File: config.mk
export PLATFORM = sky130hd
export DESIGN_NAME = rob_core
export DESIGN_NICKNAME = d
export VERILOG_FILES = /design/src/design/isa_pkg.sv /design/src/design/rob_pkg.sv /design/src/design/ring_fifo.sv /design/src/design/dispatch_unit.sv /design/src/design/alu_unit.sv /design/src/design/mul_unit.sv /design/src/design/cdb_arbiter.sv /design/src/design/reorder_buffer.sv /design/src/design/rob_core.sv
export VERILOG_INCLUDE_DIRS = /design/src /design/src/design
export SDC_FILE = /design/constraint.sdc
export NUM_CORES = 2
export LEC_CHECK = 0
export ABC_AREA = 0
export ABC_CLOCK_PERIOD_IN_PS = 6900
export BUFFER_PORTS_ARGS = -buffer_cell sky130_fd_sc_hd__buf_2
export CORE_ASPECT_RATIO = 0.7
export CORE_UTILIZATION = 45
export DETAILED_ROUTE_END_ITERATION = 6
export PLACE_DENSITY = 0.69
export SKIP_CTS_REPAIR_TIMING = 1
export SYNTH_ARGS = -nofsm -noshare
export SYNTH_HDL_FRONTEND = slang
export SYNTH_SLANG_ARGS = --single-unit
export TNS_END_PERCENT = 30
File: constraint.sdc
create_clock -name clk -period 6.9 [get_ports clk]
set_input_delay 1.725 -clock clk [delete_from_list [all_inputs] [get_ports clk]]
set_output_delay 1.725 -clock clk [all_outputs]
set_load 0.05 [all_outputs]
File: src/design/rob_params.svh
`ifndef ROB_PARAMS_SVH
`define ROB_PARAMS_SVH

////////////////////////////////
// Datapath widths
////////////////////////////////
`define XLEN          32
`define REG_ADDR_LEN  5
`define PC_LEN        8

////////////////////////////////
// Buffer sizes and latencies
////////////////////////////////
`define ROB_SIZE      8
`define ROB_TAG_LEN   3       // log2 of ROB_SIZE.
`define FETCH_DEPTH   4
`define MUL_LATENCY   3

`endif

File: src/design/isa_pkg.sv
`default_nettype none

`include "rob_params.svh"

package isa_pkg;

    typedef enum logic [1:0] {
        op_add = 2'd0,
        op_sub = 2'd1,
        op_mul = 2'd2,
        op_beq = 2'd3             // Predicted not taken.
    } op_kind_t;

    typedef struct packed {
        logic [`PC_LEN-1:0]       pc;
        op_kind_t                 kind;
        logic [`REG_ADDR_LEN-1:0] dest;
        logic [`XLEN-1:0]         a;
        logic [`XLEN-1:0]         b;
        logic [`PC_LEN-1:0]       target;  // Branch target.
    } instr_t;

endpackage

`default_nettype wire

File: src/design/rob_pkg.sv
`default_nettype none

`include "rob_params.svh"

package rob_pkg;

    typedef logic [`ROB_TAG_LEN-1:0] rob_tag_t;

    typedef struct packed {
        logic                     valid;
        logic                     ready;       // Result written back.
        logic                     mispredict;
        logic                     writes_reg;
        logic [`PC_LEN-1:0]       pc;
        logic [`REG_ADDR_LEN-1:0] dest;
        logic [`XLEN-1:0]         data;
        logic [`PC_LEN-1:0]       target;
    } rob_entry_t;

    typedef struct packed {
        rob_tag_t           tag;
        logic [`XLEN-1:0]   data;
        logic               mispredict;
        logic [`PC_LEN-1:0] target;
    } exec_result_t;

endpackage

`default_nettype wire

File: src/design/ring_fifo.sv
`default_nettype none

module ring_fifo #(
    parameter type payload_t = logic [7:0],
    parameter int  depth     = 4
) (
    input  logic     clk,
    input  logic     rst,
    input  logic     flush,
    input  logic     push,
    input  payload_t push_data,
    output logic     full,
    input  logic     pop,
    output payload_t pop_data,
    output logic     empty
);

    localparam int ptr_w = (depth > 1) ? $clog2(depth) : 1;
    localparam int cnt_w = $clog2(depth + 1);

    payload_t         mem [depth];
    logic [ptr_w-1:0] head;
    logic [ptr_w-1:0] tail;
    logic [cnt_w-1:0] count;
    logic             do_push;
    logic             do_pop;

    function automatic logic [ptr_w-1:0] bump(input logic [ptr_w-1:0] p);
        return (p == ptr_w'(depth - 1)) ? '0 : p + 1'b1;
    endfunction

    assign full     = (count == cnt_w'(depth));
    assign empty    = (count == '0);
    assign pop_data = mem[head];
    assign do_push  = push && !full;   // Push into a full buffer is ignored.
    assign do_pop   = pop && !empty;

    always_ff @(posedge clk) begin
        if (rst || flush) begin
            head  <= '0;
            tail  <= '0;
            count <= '0;
        end else begin
            if (do_push) tail <= bump(tail);
            if (do_pop) head <= bump(head);
            case ({do_push, do_pop})
                2'b10:   count <= count + 1'b1;
                2'b01:   count <= count - 1'b1;
                default: ;
            endcase
        end
    end

    always_ff @(posedge clk) begin
        if (do_push) mem[tail] <= push_data;
    end

endmodule

`default_nettype wire

File: src/design/dispatch_unit.sv
`default_nettype none

`include "rob_params.svh"

module dispatch_unit (
    input  isa_pkg::instr_t           head_instr,
    input  logic                      head_valid,
    output logic                      pop,
    input  logic                      rob_full,
    input  rob_pkg::rob_tag_t         rob_tag,
    output logic                      rob_alloc,
    output logic [`PC_LEN-1:0]        alloc_pc,
    output logic [`REG_ADDR_LEN-1:0]  alloc_dest,
    output logic                      alloc_writes_reg,
    output logic [`PC_LEN-1:0]        alloc_target,
    output logic                      alu_issue,
    output logic                      mul_issue,
    output rob_pkg::rob_tag_t         issue_tag,
    output isa_pkg::instr_t           issue_instr
);

    import isa_pkg::*;

    logic go;
    logic to_mul;

    // Both units take one op per cycle, so only the ROB can stall.
    assign go     = head_valid && !rob_full;
    assign to_mul = (head_instr.kind == op_mul);

    assign pop       = go;
    assign rob_alloc = go;
    assign alu_issue = go && !to_mul;
    assign mul_issue = go && to_mul;

    assign alloc_pc         = head_instr.pc;
    assign alloc_dest       = head_instr.dest;
    assign alloc_writes_reg = (head_instr.kind != op_beq);  // Branches write nothing.
    assign alloc_target     = head_instr.target;

    assign issue_tag   = rob_tag;     // Tail tag of the ROB.
    assign issue_instr = head_instr;

endmodule

`default_nettype wire

File: src/design/alu_unit.sv
`default_nettype none

module alu_unit (
    input  logic                  clk,
    input  logic                  rst,
    input  logic                  flush,
    input  logic                  issue,
    input  rob_pkg::rob_tag_t     issue_tag,
    input  isa_pkg::instr_t       issue_instr,
    output logic                  res_valid,
    output rob_pkg::exec_result_t res
);

    import isa_pkg::*;
    import rob_pkg::*;

    exec_result_t next_res;

    always_comb begin
        next_res.tag        = issue_tag;
        next_res.target     = issue_instr.target;
        next_res.mispredict = 1'b0;
        case (issue_instr.kind)
            op_add:  next_res.data = issue_instr.a + issue_instr.b;
            op_sub:  next_res.data = issue_instr.a - issue_instr.b;
            op_beq: begin
                next_res.data       = '0;
                next_res.mispredict = (issue_instr.a == issue_instr.b);  // Taken.
            end
            default: next_res.data = '0;  // Multiplies go elsewhere.
        endcase
    end

    always_ff @(posedge clk) begin
        if (rst || flush) res_valid <= 1'b0;
        else              res_valid <= issue;
    end

    always_ff @(posedge clk) begin
        res <= next_res;
    end

endmodule

`default_nettype wire

File: src/design/mul_unit.sv
`default_nettype none

`include "rob_params.svh"

module mul_unit (
    input  logic                  clk,
    input  logic                  rst,
    input  logic                  flush,
    input  logic                  issue,
    input  rob_pkg::rob_tag_t     issue_tag,
    input  isa_pkg::instr_t       issue_instr,
    output logic                  res_valid,
    output rob_pkg::exec_result_t res
);

    import rob_pkg::*;

    logic [`MUL_LATENCY-1:0] stage_valid;
    rob_tag_t                stage_tag  [`MUL_LATENCY];
    logic [`XLEN-1:0]        stage_prod [`MUL_LATENCY];

    always_ff @(posedge clk) begin
        if (rst || flush) begin
            stage_valid <= '0;
        end else begin
            stage_valid[0] <= issue;
            for (int i = 1; i < `MUL_LATENCY; i++) stage_valid[i] <= stage_valid[i-1];
        end
    end

    always_ff @(posedge clk) begin
        stage_tag[0]  <= issue_tag;
        stage_prod[0] <= issue_instr.a * issue_instr.b;  // Low XLEN bits only.
        for (int i = 1; i < `MUL_LATENCY; i++) begin
            stage_tag[i]  <= stage_tag[i-1];
            stage_prod[i] <= stage_prod[i-1];
        end
    end

    assign res_valid      = stage_valid[`MUL_LATENCY-1];
    assign res.tag        = stage_tag[`MUL_LATENCY-1];
    assign res.data       = stage_prod[`MUL_LATENCY-1];
    assign res.mispredict = 1'b0;
    assign res.target     = '0;

endmodule

`default_nettype wire

File: src/design/cdb_arbiter.sv
`default_nettype none

`include "rob_params.svh"

module cdb_arbiter (
    input  logic                  clk,
    input  logic                  rst,
    input  logic                  flush,
    input  logic                  alu_valid,
    input  rob_pkg::exec_result_t alu_res,
    input  logic                  mul_valid,
    input  rob_pkg::exec_result_t mul_res,
    output logic                  cdb_valid,
    output rob_pkg::exec_result_t cdb_result
);

    import rob_pkg::*;

    exec_result_t fifo_head;
    logic         fifo_empty;
    logic         fifo_pop;

    // Never more than ROB_SIZE ops in flight, so this buffer never fills.
    ring_fifo #(
        .payload_t (exec_result_t),
        .depth     (`ROB_SIZE)
    ) alu_fifo_inst (
        .clk       (clk),
        .rst       (rst),
        .flush     (flush),
        .push      (alu_valid),
        .push_data (alu_res),
        .full      (),
        .pop       (fifo_pop),
        .pop_data  (fifo_head),
        .empty     (fifo_empty)
    );

    // Multiplier wins since its pipeline cannot stall.
    assign fifo_pop   = !mul_valid && !fifo_empty;
    assign cdb_valid  = mul_valid || !fifo_empty;
    assign cdb_result = mul_valid ? mul_res : fifo_head;

endmodule

`default_nettype wire

File: src/design/reorder_buffer.sv
`default_nettype none

`include "rob_params.svh"

module reorder_buffer (
    input  logic                     clk,
    input  logic                     rst,

    input  logic                     dispatch,
    input  logic [`PC_LEN-1:0]       alloc_pc,
    input  logic [`REG_ADDR_LEN-1:0] alloc_dest,
    input  logic                     alloc_writes_reg,
    input  logic [`PC_LEN-1:0]       alloc_target,
    output rob_pkg::rob_tag_t        tail_tag,
    output logic                     rob_full,

    input  logic                     cdb_valid,
    input  rob_pkg::exec_result_t    cdb_result,

    output logic                     retire_valid,
    output logic [`PC_LEN-1:0]       retire_pc,
    output logic                     retire_we,
    output logic [`REG_ADDR_LEN-1:0] retire_reg,
    output logic [`XLEN-1:0]         retire_data,

    output logic                     flush,
    output logic [`PC_LEN-1:0]       redirect_pc
);

    import rob_pkg::*;

    localparam logic [`ROB_TAG_LEN:0] full_count = `ROB_SIZE;

    rob_entry_t               entries [`ROB_SIZE];
    rob_entry_t               head_entry;
    rob_tag_t                 head;
    rob_tag_t                 tail;
    logic [`ROB_TAG_LEN:0]    count;

    ////////////////////////////////
    // Retirement of the head entry
    ////////////////////////////////
    assign head_entry   = entries[head];
    assign retire_valid = head_entry.valid && head_entry.ready;
    assign retire_pc    = head_entry.pc;
    assign retire_we    = retire_valid && head_entry.writes_reg;
    assign retire_reg   = head_entry.dest;
    assign retire_data  = head_entry.data;
    assign flush        = retire_valid && head_entry.mispredict;  // Taken branch.
    assign redirect_pc  = head_entry.target;

    assign tail_tag = tail;
    assign rob_full = (count == full_count);

    always_ff @(posedge clk) begin
        if (rst || flush) begin
            head  <= '0;
            tail  <= '0;
            count <= '0;
            for (int i = 0; i < `ROB_SIZE; i++) begin
                entries[i].valid <= 1'b0;
                entries[i].ready <= 1'b0;
            end
        end else begin
            if (dispatch) begin
                entries[tail] <= '{valid: 1'b1, ready: 1'b0, mispredict: 1'b0,
                                   writes_reg: alloc_writes_reg, pc: alloc_pc,
                                   dest: alloc_dest, data: '0, target: alloc_target};
                tail <= tail + 1'b1;
            end
            if (cdb_valid) begin
                entries[cdb_result.tag].ready      <= 1'b1;
                entries[cdb_result.tag].data       <= cdb_result.data;
                entries[cdb_result.tag].mispredict <= cdb_result.mispredict;
                entries[cdb_result.tag].target     <= cdb_result.target;
            end
            if (retire_valid) begin
                entries[head].valid <= 1'b0;
                head <= head + 1'b1;
            end
            case ({dispatch, retire_valid})
                2'b10:   count <= count + 1'b1;
                2'b01:   count <= count - 1'b1;
                default: ;
            endcase
        end
    end

endmodule

`default_nettype wire

File: src/design/rob_core.sv
`default_nettype none

`include "rob_params.svh"

module rob_core (
    input  logic                     clk,
    input  logic                     rst,
    input  logic                     in_valid,
    input  isa_pkg::instr_t          in_instr,
    output logic                     in_ready,
    output logic                     retire_valid,
    output logic [`PC_LEN-1:0]       retire_pc,
    output logic                     retire_we,
    output logic [`REG_ADDR_LEN-1:0] retire_reg,
    output logic [`XLEN-1:0]         retire_data,
    output logic                     redirect_valid,
    output logic [`PC_LEN-1:0]       redirect_pc
);

    import isa_pkg::*;
    import rob_pkg::*;

    instr_t                   fetch_head, issue_instr;
    logic                     fetch_full, fetch_empty, fetch_pop;
    logic                     rob_full, rob_alloc, flush;
    rob_tag_t                 tail_tag, issue_tag;
    logic [`PC_LEN-1:0]       alloc_pc, alloc_target;
    logic [`REG_ADDR_LEN-1:0] alloc_dest;
    logic                     alloc_writes_reg, alu_issue, mul_issue;
    logic                     alu_valid, mul_valid, cdb_valid;
    exec_result_t             alu_res, mul_res, cdb_result;

    assign in_ready       = !fetch_full;
    assign redirect_valid = flush;

    ring_fifo #(.payload_t(instr_t), .depth(`FETCH_DEPTH)) fetch_buffer_inst (
        .clk(clk), .rst(rst), .flush(flush),
        .push(in_valid), .push_data(in_instr), .full(fetch_full),
        .pop(fetch_pop), .pop_data(fetch_head), .empty(fetch_empty)
    );

    dispatch_unit dispatch_unit_inst (
        .head_instr(fetch_head), .head_valid(!fetch_empty), .pop(fetch_pop),
        .rob_full(rob_full), .rob_tag(tail_tag), .rob_alloc(rob_alloc),
        .alloc_pc(alloc_pc), .alloc_dest(alloc_dest),
        .alloc_writes_reg(alloc_writes_reg), .alloc_target(alloc_target),
        .alu_issue(alu_issue), .mul_issue(mul_issue),
        .issue_tag(issue_tag), .issue_instr(issue_instr)
    );

    alu_unit alu_unit_inst (
        .clk(clk), .rst(rst), .flush(flush), .issue(alu_issue),
        .issue_tag(issue_tag), .issue_instr(issue_instr),
        .res_valid(alu_valid), .res(alu_res)
    );

    mul_unit mul_unit_inst (
        .clk(clk), .rst(rst), .flush(flush), .issue(mul_issue),
        .issue_tag(issue_tag), .issue_instr(issue_instr),
        .res_valid(mul_valid), .res(mul_res)
    );

    cdb_arbiter cdb_arbiter_inst (
        .clk(clk), .rst(rst), .flush(flush),
        .alu_valid(alu_valid), .alu_res(alu_res),
        .mul_valid(mul_valid), .mul_res(mul_res),
        .cdb_valid(cdb_valid), .cdb_result(cdb_result)
    );

    reorder_buffer reorder_buffer_inst (
        .clk(clk), .rst(rst), .dispatch(rob_alloc),
        .alloc_pc(alloc_pc), .alloc_dest(alloc_dest),
        .alloc_writes_reg(alloc_writes_reg), .alloc_target(alloc_target),
        .tail_tag(tail_tag), .rob_full(rob_full),
        .cdb_valid(cdb_valid), .cdb_result(cdb_result),
        .retire_valid(retire_valid), .retire_pc(retire_pc), .retire_we(retire_we),
        .retire_reg(retire_reg), .retire_data(retire_data),
        .flush(flush), .redirect_pc(redirect_pc)
    );

endmodule

`default_nettype wire

==> impl_metrics.csv <==
group,metric,value,unit
route,final_antenna_net_count,0,
clock_network,htreeDepth,3,
layout,mostFrequentLayoutCells,"1140 x edfxtp_1, 687 x nor2_1, 466 x inv_1",
sta,fin_skew,0.05263,ns
route,drtPass1Iterations,7,
sta,maxSlewViolCount,0,
synthesis,async_flop_share,0,%
worst_setup_path,start_kind,"flip-flop",
synthesis,ys_seq_area_share,55.78,%
layout,drive_above_1_share,21.90,%
clock_network,numCtsBuffers,116,
floorplan,ioPinCount,147,
synthesis,ys_types,78,
route,post_drt_via_cell_ratio,5.547,
floorplan,rows,119,
clock_network,clk_pin_slew,0.07,ns
synthesis,yosys_warnings,0,
synthesis,yosysTopAreaCellShare,49.91,%
route,drt-total-wl,180.1,mm
sta,setup_ws,-0.4155,ns
outcome,status,"finished, violations left",
worst_setup_path,crit_required,7.54,ns
place,place_congestion,0.9697,
synthesis,synth_edf_count,1140,
layout,final_common_cell,"edfxtp_1",
layout,finish.net_count,6151,
sta,hold_viol_final,0,
place,placed_area,74270,µm²
clock_network,clkLatencyLatePin,0.77,ns
place,dp.cells,7305,
global_route,track_usage,23.50,%
worst_setup_path,r2r_slack,-0.42,ns
worst_setup_path,crit_path_max_fanout,7,
clock_network,numClockSinks,1341,
synthesis,syn_area,68590,µm²
worst_setup_path,end_kind,"flip-flop",
clock_network,cts_root_buf,"clkbuf_16",
sta,setup_viol,12,
synthesis,syn_avg_cell_area,13.71,µm²
synthesis,synth_top_flop_cell,"edfxtp_1",
sta,min_period,7.316,ns
layout,stdcell_area,78580,µm²
layout,final_cells,7546,
outcome,failed_checks,"design-rule violations, negative setup slack",
global_route,grt_pass1_vias,41760,
sta,period_share,106.0,%
route,drc,1,
global_route,gr-total-overflow,0,
sta,fmaxAchievable,136.7,MHz
floorplan,coreArea,150800,µm²
worst_setup_path,reg2reg_to,"mul_unit_inst.stage_prod[0][30]",
worst_setup_path,cp_slowest_cell,"fa_1",
worst_setup_path,crit_arrival,7.95,ns
layout,syn2layout_area_growth,14.56,%
route,via_count,41860,
clock_network,cts_buffer_depth,3,
synthesis,synth.top_cells.by_area,"edfxtp_1 50%, fa_1 12%, mux4_2 7.7%",
sta,rsz0062_at_grt,"true",
floorplan,die_area,154000,µm²
worst_setup_path,endpoint,"mul_unit_inst.stage_prod[0][30]",
synthesis,synthCells,5004,
floorplan,fp.dieH,328.6,µm
route,drt_iter0_drc,4869,
global_route,grt_antenna_before_repair,14,
sta,hold_ws,0.3268,ns
synthesis,synthesis.nets,5710,
floorplan,start_util,45.48,%
hold_path,hold_class,"flip-flop to flip-flop",
place,dp_hpwl,126.5,mm
floorplan,die_x,468.6,µm
worst_setup_path,path_delay_family,"adder cells",
worst_setup_path,slowest_delay,0.60,ns
clock_network,tritoncts,"built",
run,drv_cap,0,
global_route,grt_max_degree,81,
sta,max_slew_margin,7.256,%
worst_setup_path,criticalPathCategory,"flip-flop to flip-flop",
worst_setup_path,r2r_cells,28,
synthesis,synth-seq-cells,1341,
worst_setup_path,cp.depth,28,
place,port_buffers,146,
sta,tightestPinTransition,1.377,ns
synthesis,synth_top_area_cell,"edfxtp_1",
worst_setup_path,worst-path-buf-inv,6,
worst_setup_path,critPathMostFrequentCell,"fa_1",
global_route,grt_pass1_wl,268.3,mm
route,wl_per_cell,23.87,µm
layout,nFillCells,12420,
## worst register-to-register path, delay by kind of cell (launching register included)
family,cells,cell delay (ns)
multiplexers,2,0.32
flip-flops,1,0.47
buffers and inverters,6,0.64
AO/OA/AOI/OAI,5,1.03
AND/OR/NAND/NOR,6,0.49
adder cells (fa/ha/maj),9,4.26
## registers in the layout, summed over array words and instances (netlist names), 4 cells and up, named ones only
name,count
fetch_buffer_inst.mem,348
reorder_buffer_inst.count,4
reorder_buffer_inst.entries,456
alu_unit_inst.res,43
mul_unit_inst.stage_tag,7
mul_unit_inst.stage_prod,96
cdb_arbiter_inst.alu_fifo_inst.mem,352
cdb_arbiter_inst.alu_fifo_inst.count,4
## metal layers
layer	up-vias	GRT usage [%]	wire length (µm)
li1	18300	-	-
met1	21310	36.96	81690
met2	2013	33.05	75860
met3	235	5.367	18930
met4	6	4.861	3594
met5	-	0	31
## through the flow
stage	setup WS (ns)	TNS (ns)	util [%]
3_3_place_gp	-0.6299	-3.813	49.24
4_1_cts	-0.7135	-4.882	51.78
3_5_place_dp	-0.7051	-4.568	49.24
6_report	-0.4155	-3.359	52.10
2_1_floorplan	-0.1842	-0.6104	-
5_1_grt	-0.6865	-7.328	52.09
## cells by family after synthesis
| kind of cell | count (synthesis) | share of synthesized area (%) |
|---|---|---|
| simple gates | 1344 | 8.119 |
| flops | 1341 | 55.78 |
| buf+inv | 743 | 4.367 |
| fa+ha+maj | 616 | 15.76 |
| mux | 447 | 10.91 |
| compound gates | 387 | 3.431 |
| xor+xnor | 126 | 1.642 |
## worst min path at each step
stage / startpoint / end / slack [ns] / cells after the start
2_1_floorplan: mul_unit_inst.stage_prod[0][0] / mul_unit_inst.stage_prod[0][32] / 0.31 / 0
3_3_place_gp: mul_unit_inst.stage_prod[0][63] / mul_unit_inst.stage_prod[0][95] / 0.31 / 0
3_5_place_dp: mul_unit_inst.stage_prod[0][9] / mul_unit_inst.stage_prod[0][41] / 0.31 / 0
4_1_cts: mul_unit_inst.stage_tag[0][3] / mul_unit_inst.stage_tag[0][6] / 0.33 / 0
5_1_grt: mul_unit_inst.stage_prod[0][25] / mul_unit_inst.stage_prod[0][57] / 0.33 / 0
6_report: mul_unit_inst.stage_prod[0][40] / mul_unit_inst.stage_prod[0][72] / 0.33 / 0
## layout make-up
type	count	area [µm²]	area share [%]
sequential	1341	38280	48.72
multi-input combinational	2920	27820	35.40
timing repair buffer	555	4227	5.379
clock buffer	176	3390	4.314
tap	1996	2497	3.178
inverter	511	1921	2.444
clock inverter	44	435.4	0.5541
antenna	3	7.507	0.009554
## cells in the mapped netlist (all sizes together) (4+ instances only)
cell	instances
dfxtp	201
a211oi	10
a21oi	126
nand4	5
fa	413
or3	9
inv	509
nor4	10
xor2	29
nor3b	7
or4	5
o31ai	7
o41ai	5
nor2b	16
and3	8
a311oi	4
and2	15
xnor2	97
nand2b	11
a31oi	9
nand2	449
clkbuf	145
nand3	62
a21o	34
buf	87
o22ai	34
edfxtp	1140
o211ai	7
ha	203
nor3	32
o21bai	10
mux2i	150
o21ai	97
a221oi	5
nor2	698
mux4	234
mux2	63
or2	12
o21a	12
Power is left out: the tool's default activity adds up to more than one toggle a clock period on the data nets, which glitch-free logic cannot reach.
